<file path="src/design/div_cfg_pkg.sv">
package div_cfg_pkg;

    localparam int XLEN      = 64;  // Operand and result width.
    localparam int NUM_LANES = 4;
    localparam int TAG_W     = 4;

    // One restoring step per quotient bit.
    localparam int DIV_ITERS = 64;

endpackage

</file>
<file path="src/design/div_op_pkg.sv">
package div_op_pkg;

    // Decoded M-extension divide operations.
    typedef enum logic [2:0] {
        DIV,
        DIVU,
        REM,
        REMU,
        DIVW,
        DIVUW,
        REMW,
        REMUW
    } div_op_e;

    // Operands are treated as two's complement.
    function automatic logic op_is_signed(div_op_e op);
        return op inside {DIV, REM, DIVW, REMW};
    endfunction

    // Result is the remainder, not the quotient.
    function automatic logic op_is_rem(div_op_e op);
        return op inside {REM, REMU, REMW, REMUW};
    endfunction

    // 32-bit operation with a sign-extended result.
    function automatic logic op_is_word(div_op_e op);
        return op inside {DIVW, DIVUW, REMW, REMUW};
    endfunction

endpackage

</file>
<file path="src/design/div_cluster.sv">
`timescale 1ns/1ps

module div_cluster
    import div_op_pkg::*;
    import div_cfg_pkg::*;
(
    input  logic             clk,
    input  logic             rst,
    input  logic             req_valid,
    input  div_op_e          req_op,
    input  logic [XLEN-1:0]  req_a,
    input  logic [XLEN-1:0]  req_b,
    input  logic [TAG_W-1:0] req_tag,
    output logic             full,
    output logic             res_valid,
    output logic [XLEN-1:0]  res_data,
    output logic [TAG_W-1:0] res_tag
);

    logic [NUM_LANES-1:0]            start;
    logic [NUM_LANES-1:0]            release_lane;
    logic [NUM_LANES-1:0]            done;
    div_op_e                         lane_op;
    logic [XLEN-1:0]                 lane_a;
    logic [XLEN-1:0]                 lane_b;
    logic [TAG_W-1:0]                lane_tag;
    logic [NUM_LANES-1:0][XLEN-1:0]  lane_result;
    logic [NUM_LANES-1:0][TAG_W-1:0] lane_result_tag;

    div_dispatch div_dispatch_inst (
        .clk          (clk),
        .rst          (rst),
        .req_valid    (req_valid),
        .req_op       (req_op),
        .req_a        (req_a),
        .req_b        (req_b),
        .req_tag      (req_tag),
        .release_lane (release_lane),
        .full         (full),
        .start        (start),
        .lane_op      (lane_op),
        .lane_a       (lane_a),
        .lane_b       (lane_b),
        .lane_tag     (lane_tag)
    );

    for (genvar i = 0; i < NUM_LANES; i++) begin : g_lane
        div_lane div_lane_inst (
            .clk          (clk),
            .rst          (rst),
            .start        (start[i]),
            .op           (lane_op),
            .a            (lane_a),
            .b            (lane_b),
            .tag          (lane_tag),
            .release_lane (release_lane[i]),
            .done         (done[i]),
            .result       (lane_result[i]),
            .result_tag   (lane_result_tag[i])
        );
    end

    div_collect div_collect_inst (
        .clk          (clk),
        .rst          (rst),
        .done         (done),
        .lane_result  (lane_result),
        .lane_tag     (lane_result_tag),
        .release_lane (release_lane),
        .res_valid    (res_valid),
        .res_data     (res_data),
        .res_tag      (res_tag)
    );

endmodule

</file>
<file path="src/design/div_collect.sv">
`timescale 1ns/1ps

module div_collect
    import div_cfg_pkg::*;
(
    input  logic                            clk,
    input  logic                            rst,
    input  logic [NUM_LANES-1:0]            done,
    input  logic [NUM_LANES-1:0][XLEN-1:0]  lane_result,
    input  logic [NUM_LANES-1:0][TAG_W-1:0] lane_tag,
    output logic [NUM_LANES-1:0]            release_lane,
    output logic                            res_valid,
    output logic [XLEN-1:0]                 res_data,
    output logic [TAG_W-1:0]                res_tag
);

    logic [$clog2(NUM_LANES)-1:0] last_q;   // Previous winner.
    logic [$clog2(NUM_LANES)-1:0] idx;
    logic [$clog2(NUM_LANES)-1:0] win_idx;
    logic                         found;

    // Search starts just after the last winner and wraps.
    always_comb begin
        found        = 1'b0;
        win_idx      = last_q;
        idx          = last_q;
        release_lane = '0;
        for (int k = 0; k < NUM_LANES; k++) begin
            idx = idx + 1'b1;
            if (!found && done[idx]) begin
                found   = 1'b1;
                win_idx = idx;
            end
        end
        release_lane[win_idx] = found;
    end

    always_ff @(posedge clk) begin
        if (rst) begin
            res_valid <= 1'b0;
            last_q    <= '1;  // Lane 0 has priority first.
        end else begin
            res_valid <= found;
            if (found) last_q <= win_idx;
        end
    end

    always_ff @(posedge clk) begin
        if (found) begin
            res_data <= lane_result[win_idx];
            res_tag  <= lane_tag[win_idx];
        end
    end

endmodule

</file>
<file path="src/design/div_dispatch.sv">
`timescale 1ns/1ps

module div_dispatch
    import div_op_pkg::*;
    import div_cfg_pkg::*;
(
    input  logic                 clk,
    input  logic                 rst,
    input  logic                 req_valid,
    input  div_op_e              req_op,
    input  logic [XLEN-1:0]      req_a,
    input  logic [XLEN-1:0]      req_b,
    input  logic [TAG_W-1:0]     req_tag,
    input  logic [NUM_LANES-1:0] release_lane,
    output logic                 full,
    output logic [NUM_LANES-1:0] start,
    output div_op_e              lane_op,
    output logic [XLEN-1:0]      lane_a,
    output logic [XLEN-1:0]      lane_b,
    output logic [TAG_W-1:0]     lane_tag
);

    logic [NUM_LANES-1:0] alloc;   // Lanes holding a request.
    logic [NUM_LANES-1:0] free;
    logic [NUM_LANES-1:0] pick;
    logic                 accept;

    assign free   = ~alloc;
    assign pick   = free & (~free + 1'b1);  // Lowest free lane.
    assign full   = &alloc;
    assign accept = req_valid & ~full;

    always_ff @(posedge clk) begin
        if (rst) begin
            alloc <= '0;
            start <= '0;
        end else begin
            start <= accept ? pick : '0;
            // A lane released this cycle cannot be the one picked.
            alloc <= (alloc & ~release_lane) | (accept ? pick : '0);
        end
    end

    // Broadcast to all lanes. Only the started one captures it.
    always_ff @(posedge clk) begin
        if (accept) begin
            lane_op  <= req_op;
            lane_a   <= req_a;
            lane_b   <= req_b;
            lane_tag <= req_tag;
        end
    end

endmodule

</file>
<file path="src/design/div_lane.sv">
`timescale 1ns/1ps

module div_lane
    import div_op_pkg::*;
    import div_cfg_pkg::*;
(
    input  logic             clk,
    input  logic             rst,
    input  logic             start,
    input  div_op_e          op,
    input  logic [XLEN-1:0]  a,
    input  logic [XLEN-1:0]  b,
    input  logic [TAG_W-1:0] tag,
    input  logic             release_lane,
    output logic             done,
    output logic [XLEN-1:0]  result,
    output logic [TAG_W-1:0] result_tag
);

    typedef enum logic [2:0] {
        ST_IDLE,
        ST_LOAD,
        ST_CALC,
        ST_FIX,
        ST_HOLD
    } state_e;

    state_e                       state;
    logic [$clog2(DIV_ITERS)-1:0] iter;
    div_op_e                      op_q;
    logic [XLEN-1:0]              a_in;
    logic [XLEN-1:0]              b_in;
    logic [XLEN-1:0]              a_ext;  // Operands after W extension.
    logic [XLEN-1:0]              b_ext;
    logic [XLEN-1:0]              b_mag;
    logic                         a_neg;
    logic                         b_neg;
    logic                         q_neg;
    logic                         r_neg;
    logic [2*XLEN:0]              work;   // {partial remainder, quotient}.
    logic [2*XLEN:0]              shifted;
    logic [2*XLEN:0]              step;
    logic [XLEN:0]                diff;
    logic                         div_zero;
    logic                         overflow;
    logic [XLEN-1:0]              q_fix;
    logic [XLEN-1:0]              r_fix;
    logic [XLEN-1:0]              sel;
    logic [XLEN-1:0]              fix_result;

    // W ops keep the low word, extended as the op requires.
    always_comb begin
        a_in = a;
        b_in = b;
        if (op_is_word(op)) begin
            if (op_is_signed(op)) begin
                a_in = {{(XLEN-32){a[31]}}, a[31:0]};
                b_in = {{(XLEN-32){b[31]}}, b[31:0]};
            end else begin
                a_in = {{(XLEN-32){1'b0}}, a[31:0]};
                b_in = {{(XLEN-32){1'b0}}, b[31:0]};
            end
        end
    end

    assign a_neg = op_is_signed(op_q) & a_ext[XLEN-1];
    assign b_neg = op_is_signed(op_q) & b_ext[XLEN-1];

    // One restoring shift-subtract step.
    always_comb begin
        shifted = {work[2*XLEN-1:0], 1'b0};
        diff    = shifted[2*XLEN:XLEN] - {1'b0, b_mag};
        step    = shifted;
        if (shifted[2*XLEN:XLEN] >= {1'b0, b_mag}) begin
            step = {diff, shifted[XLEN-1:1], 1'b1};
        end
    end

    always_comb begin
        div_zero = (b_ext == '0);
        if (op_is_word(op_q)) begin
            overflow = (a_ext == {{(XLEN-31){1'b1}}, 31'b0});
        end else begin
            overflow = (a_ext == {1'b1, {(XLEN-1){1'b0}}});
        end
        overflow = overflow && op_is_signed(op_q) && (b_ext == '1);

        q_fix = q_neg ? -work[XLEN-1:0] : work[XLEN-1:0];
        r_fix = r_neg ? -work[2*XLEN-1:XLEN] : work[2*XLEN-1:XLEN];
        if (div_zero) begin
            q_fix = '1;
            r_fix = a_ext;
        end else if (overflow) begin
            q_fix = a_ext;
            r_fix = '0;
        end

        sel = op_is_rem(op_q) ? r_fix : q_fix;
        fix_result = op_is_word(op_q) ? {{(XLEN-32){sel[31]}}, sel[31:0]} : sel;
    end

    always_ff @(posedge clk) begin
        if (rst) begin
            state <= ST_IDLE;
            done  <= 1'b0;
            iter  <= '0;
        end else begin
            case (state)
                ST_IDLE: if (start) state <= ST_LOAD;
                ST_LOAD: begin
                    iter  <= '0;
                    state <= ST_CALC;
                end
                ST_CALC: begin
                    iter <= iter + 1'b1;
                    if (iter == ($clog2(DIV_ITERS))'(DIV_ITERS - 1)) state <= ST_FIX;
                end
                ST_FIX: begin
                    done  <= 1'b1;
                    state <= ST_HOLD;
                end
                ST_HOLD: begin
                    if (release_lane) begin  // Result taken by the collector.
                        done  <= 1'b0;
                        state <= ST_IDLE;
                    end
                end
                default: state <= ST_IDLE;
            endcase
        end
    end

    always_ff @(posedge clk) begin
        case (state)
            ST_IDLE: begin
                if (start) begin
                    op_q       <= op;
                    a_ext      <= a_in;
                    b_ext      <= b_in;
                    result_tag <= tag;
                end
            end
            ST_LOAD: begin
                work  <= {{(XLEN+1){1'b0}}, (a_neg ? -a_ext : a_ext)};
                b_mag <= b_neg ? -b_ext : b_ext;
                q_neg <= a_neg ^ b_neg;
                r_neg <= a_neg;  // Remainder follows the dividend.
            end
            ST_CALC: work <= step;
            ST_FIX:  result <= fix_result;
            default: ;
        endcase
    end

endmodule

</file>
<file path="config.mk">
export PLATFORM = sky130hd
export DESIGN_NAME = div_cluster
export DESIGN_NICKNAME = d
export VERILOG_FILES = /design/src/design/div_cfg_pkg.sv /design/src/design/div_op_pkg.sv /design/src/design/div_cluster.sv /design/src/design/div_collect.sv /design/src/design/div_dispatch.sv /design/src/design/div_lane.sv
export SDC_FILE = /design/constraint.sdc
export NUM_CORES = 2
export LEC_CHECK = 0
export BUFFER_PORTS_ARGS = -buffer_cell sky130_fd_sc_hd__buf_4
export CORE_MARGIN = 4
export CORE_UTILIZATION = 40
export CTS_BUF_LIST = sky130_fd_sc_hd__clkbuf_8 sky130_fd_sc_hd__clkbuf_16
export DETAILED_ROUTE_END_ITERATION = 10
export SLEW_MARGIN = 20
export SYNTH_ARGS = -nofsm -noshare
export SYNTH_HDL_FRONTEND = slang
export SYNTH_HIERARCHICAL = 1
export SYNTH_SLANG_ARGS = --single-unit
</file>
<file path="constraint.sdc">
create_clock -name clk -period 14.05 [get_ports clk]
set_input_delay 2.1075 -clock clk [delete_from_list [all_inputs] [get_ports clk]]
set_output_delay 2.1075 -clock clk [all_outputs]
set_load 0.03 [all_outputs]
</file>
==> qor.txt <==
IO Pins: 208
Busiest layer in global routing: met1
Cell Pwr Density: 104 nW/um^2
Fillcell total: 26400
DRC: 0
Via count: 96200
TNS Setup: 0 ns
Final hold vios: 0
Placer congestion estimate: 1.03
Register Area: 54300 sq um
TritonCTS clock tree: built
Clock latency on the worst-skew pair: 0.95 ns
GRT overflow: 0
Fmax: 184 MHz
Cts bufs inserted: 212
Iter 0 DRT Violations: 14200
Post-Syn Nets: 11800
Setup-failing EPs final: 0
Layout area overhead: 10.9%
Largest net degree at the start of global routing: 133
Fin Clk Skew: 0.0942 ns
Row count: 194
Routed wire per std cell: 31.5 microns
Status: finished, final reports clean
Clk sinks: 1826
Data arrival, critical path: 6.02 ns
CTS H-Tree Depth: 4
Slowest CP cell: buf_4
Slew HR: 17.4%
GR Layer Usage met2: 44.6%
Initial antenna violation count: 72
CP max stage delay: 0.70 ns
Share of cells above drive strength 1: 7.26%
Met1 usage: 45.0%
Routed WL: 482000 microns
CP Buf/Inv Count: 2
Hold_buf cts: 0
FFs w/ async S/R, synth: 0%
Number of global-route vias before repair: 86500
Antenna Nets Post-Route: 0
Syn avg cell area: 9.85 sq um
M3 GR Usage: 9.20%
Core area: 279000 sq um
Worst hold path class: reg2reg
Leak: 44.3 nW
Postcts setup bufs: 0
Final #Nets: 11700
Initial core utilization: 40.2%
DP Cell Count: 14800
Area occupied by multi-input gates: 53200 sq um
Total GRT Usage: 32.1%
Period minus WS final: 5.45 ns
CP Cell Sequence: ha_1 -> a21o_1 -> a21oi_1 -> o21ai_0 -> a21oi_1 -> o21ai_0 -> a41oi_1 -> o21ai_0 -> a31oi_4 -> buf_4 -> buf_4 -> nor2_1 -> a21oi_1 -> nor2_1
Non-filler cells, final: 15300
Synth Flop Type: edfxtp_1
Sequential fraction of the synthesis area: 48.3%
Worst-margin pin slew: 1.23 ns
Worst Setup End Kind: register
Hold Worst Slack: 0.473 ns
Synth warn: 6
Mapped Area: 112000 sq um
Distinct cells, synth: 105
Design Power: 0.0129 W
Clock tree buffer depth: 4
Max VDD drop: 0.0000971 V
CP required: 14.63 ns
Reg clk slew, reported paths: 0.06 ns
Die W: 538 microns
R2R Setup Slk: 8.60 ns
First-pass GRT wire length: 665000 microns
FF+latch count, synth: 1826
RSZ-0062 raised after global routing: no
Max-cap viol count: 0
CP Class: reg2reg
Crit path launch type: register
I/O Buffers: 207
CTS resizes: 0
Die Ht: 538 microns
Dpl hpwl: 370000 microns
Fin. max-slew vios: 0
Total die area: 289000 sq um
Final worst path period share: 38.8%
Pre-antenna DRT Iters: 7
Via-to-Cell Ratio: 6.28
Top delay family on crit path: compound AO/OA/AOI/OAI gates
Cells after synthesis: 11400
Number of synthesized flops with an enable pin: 1775
Final core utilization: 44.6%
Max Fanout on Critical Path: 69
Clk Tree Root Cell: clkbuf_16
[synth_stat cells, drive strengths merged, types with 87 or more instances]
cell / count / share of area [%]
nand2b: 95 / 0.54
a22oi: 98 / 0.65
nor3: 211 / 0.94
o41ai: 126 / 1.1
nor4: 145 / 0.84
nor2: 775 / 2.6
a31oi: 87 / 0.48
nand2: 1050 / 3.5
ha: 280 / 3.1
or4: 139 / 0.99
inv: 660 / 2.2
buf: 105 / 0.53
edfxtp: 1775 / 47
nand3: 181 / 0.81
xor2: 465 / 3.6
nand4: 243 / 1.4
o21ai: 1148 / 5.1
mux2i: 285 / 2.5
o31ai: 284 / 1.9
a21oi: 802 / 3.6
a21o: 158 / 1.1
xnor2: 752 / 5.9
or3: 140 / 0.81
clkbuf: 540 / 1.8
[through the flow]
stage	setup slack [ns]	cell area, sq um
2_1_floorplan	3.46	112000
3_3_place_gp	8.32	117000
3_5_place_dp	8.64	117000
4_1_cts	8.61	124000
5_1_grt	8.34	125000
6_report	8.60	125000
[kinds of logic (layout without fill, tap and decap cells)]
kind of cell,Yosys count,in the layout,share of synthesized area (%)
AND/OR/NAND/NOR,3316,3316,14.5
AO/OA/AOI/OAI,3171,3171,17.4
flip-flops,1826,1826,48.3
buffers and inverters,1309,1409,4.58
XOR/XNOR,1217,1217,9.48
multiplexers,285,285,2.55
adder cells (fa/ha/maj),284,284,3.19
other,0,73,0
[flip-flops by register name, summed over array words and instances (netlist names), 16 cells and up]
name	cells
g_lane.div_lane_inst/b_ext	256
g_lane.div_lane_inst/work	512
div_dispatch_inst/lane_a	64
g_lane.div_lane_inst/a_ext	256
div_collect_inst/res_data	64
g_lane.div_lane_inst/iter	24
div_dispatch_inst/lane_b	64
g_lane.div_lane_inst/result_tag	16
g_lane.div_lane_inst/b_mag	256
g_lane.div_lane_inst/result	256
[cell type report]
| class | instances | area share (%) |
|---|---|---|
| Sequential cell | 1826 | 43.6 |
| Clock buffer | 216 | 4.32 |
| Tap cell | 3724 | 3.74 |
| Clock inverter | 180 | 1.44 |
| Inverter | 664 | 2.01 |
| Multi-Input combinational cell | 8273 | 42.6 |
| Antenna cell | 73 | 0.147 |
| Timing Repair Buffer | 349 | 2.15 |
[worst paths after layout]
path | from | endpoint | cells past startpoint
max reg2reg | g_lane[1].div_lane_inst/work[66] | g_lane[1].div_lane_inst/work[110] | 14
max | g_lane[1].div_lane_inst/work[66] | g_lane[1].div_lane_inst/work[110] | 14
min | g_lane[1].div_lane_inst/iter[5] | g_lane[1].div_lane_inst/iter[5] | 2
min reg2reg | g_lane[1].div_lane_inst/iter[5] | g_lane[1].div_lane_inst/iter[5] | 2
[routing by layer]
metal / part of all wire [%] / vias to the layer above
met5: 0.069 / -
met4: 6.1 / 36
met3: 12 / 995
met2: 41 / 6006
met1: 41 / 47100
li1: - / 42100
[worst reg2reg max path, stage by stage, from the launching register on]
cell and delay, ns:
edfxtp_1 0.48, ha_1 0.39, a21o_1 0.21, a21oi_1 0.13, o21ai_0 0.20, a21oi_1 0.45
o21ai_0 0.31, a41oi_1 0.63, o21ai_0 0.46, a31oi_4 0.28, buf_4 0.47, buf_4 0.70
nor2_1 0.16, a21oi_1 0.17, nor2_1 0.06
[layout by cell type (no fill, tap or decap), types with 133 or more instances in the layout]
master	instances
a21o_1	157
a21oi_1	801
buf_4	345
clkbuf_16	214
edfxtp_1	1775
ha_1	280
inv_1	694
mux2i_1	284
nand2_1	1045
nand3_1	178
nand4_1	243
nor2_1	772
nor3_1	210
nor4_1	137
o21ai_0	1101
o31ai_1	279
or3_1	133
xnor2_1	752
xor2_1	465
[power breakdown]
part	switching (W)	internal (W)	leakage [nW]
logic	0.000526	0.000274	24.1
registers	0.000254	0.00609	16.6
clock network	0.00246	0.00333	3.60
Power figures use the tool's default switching activity.
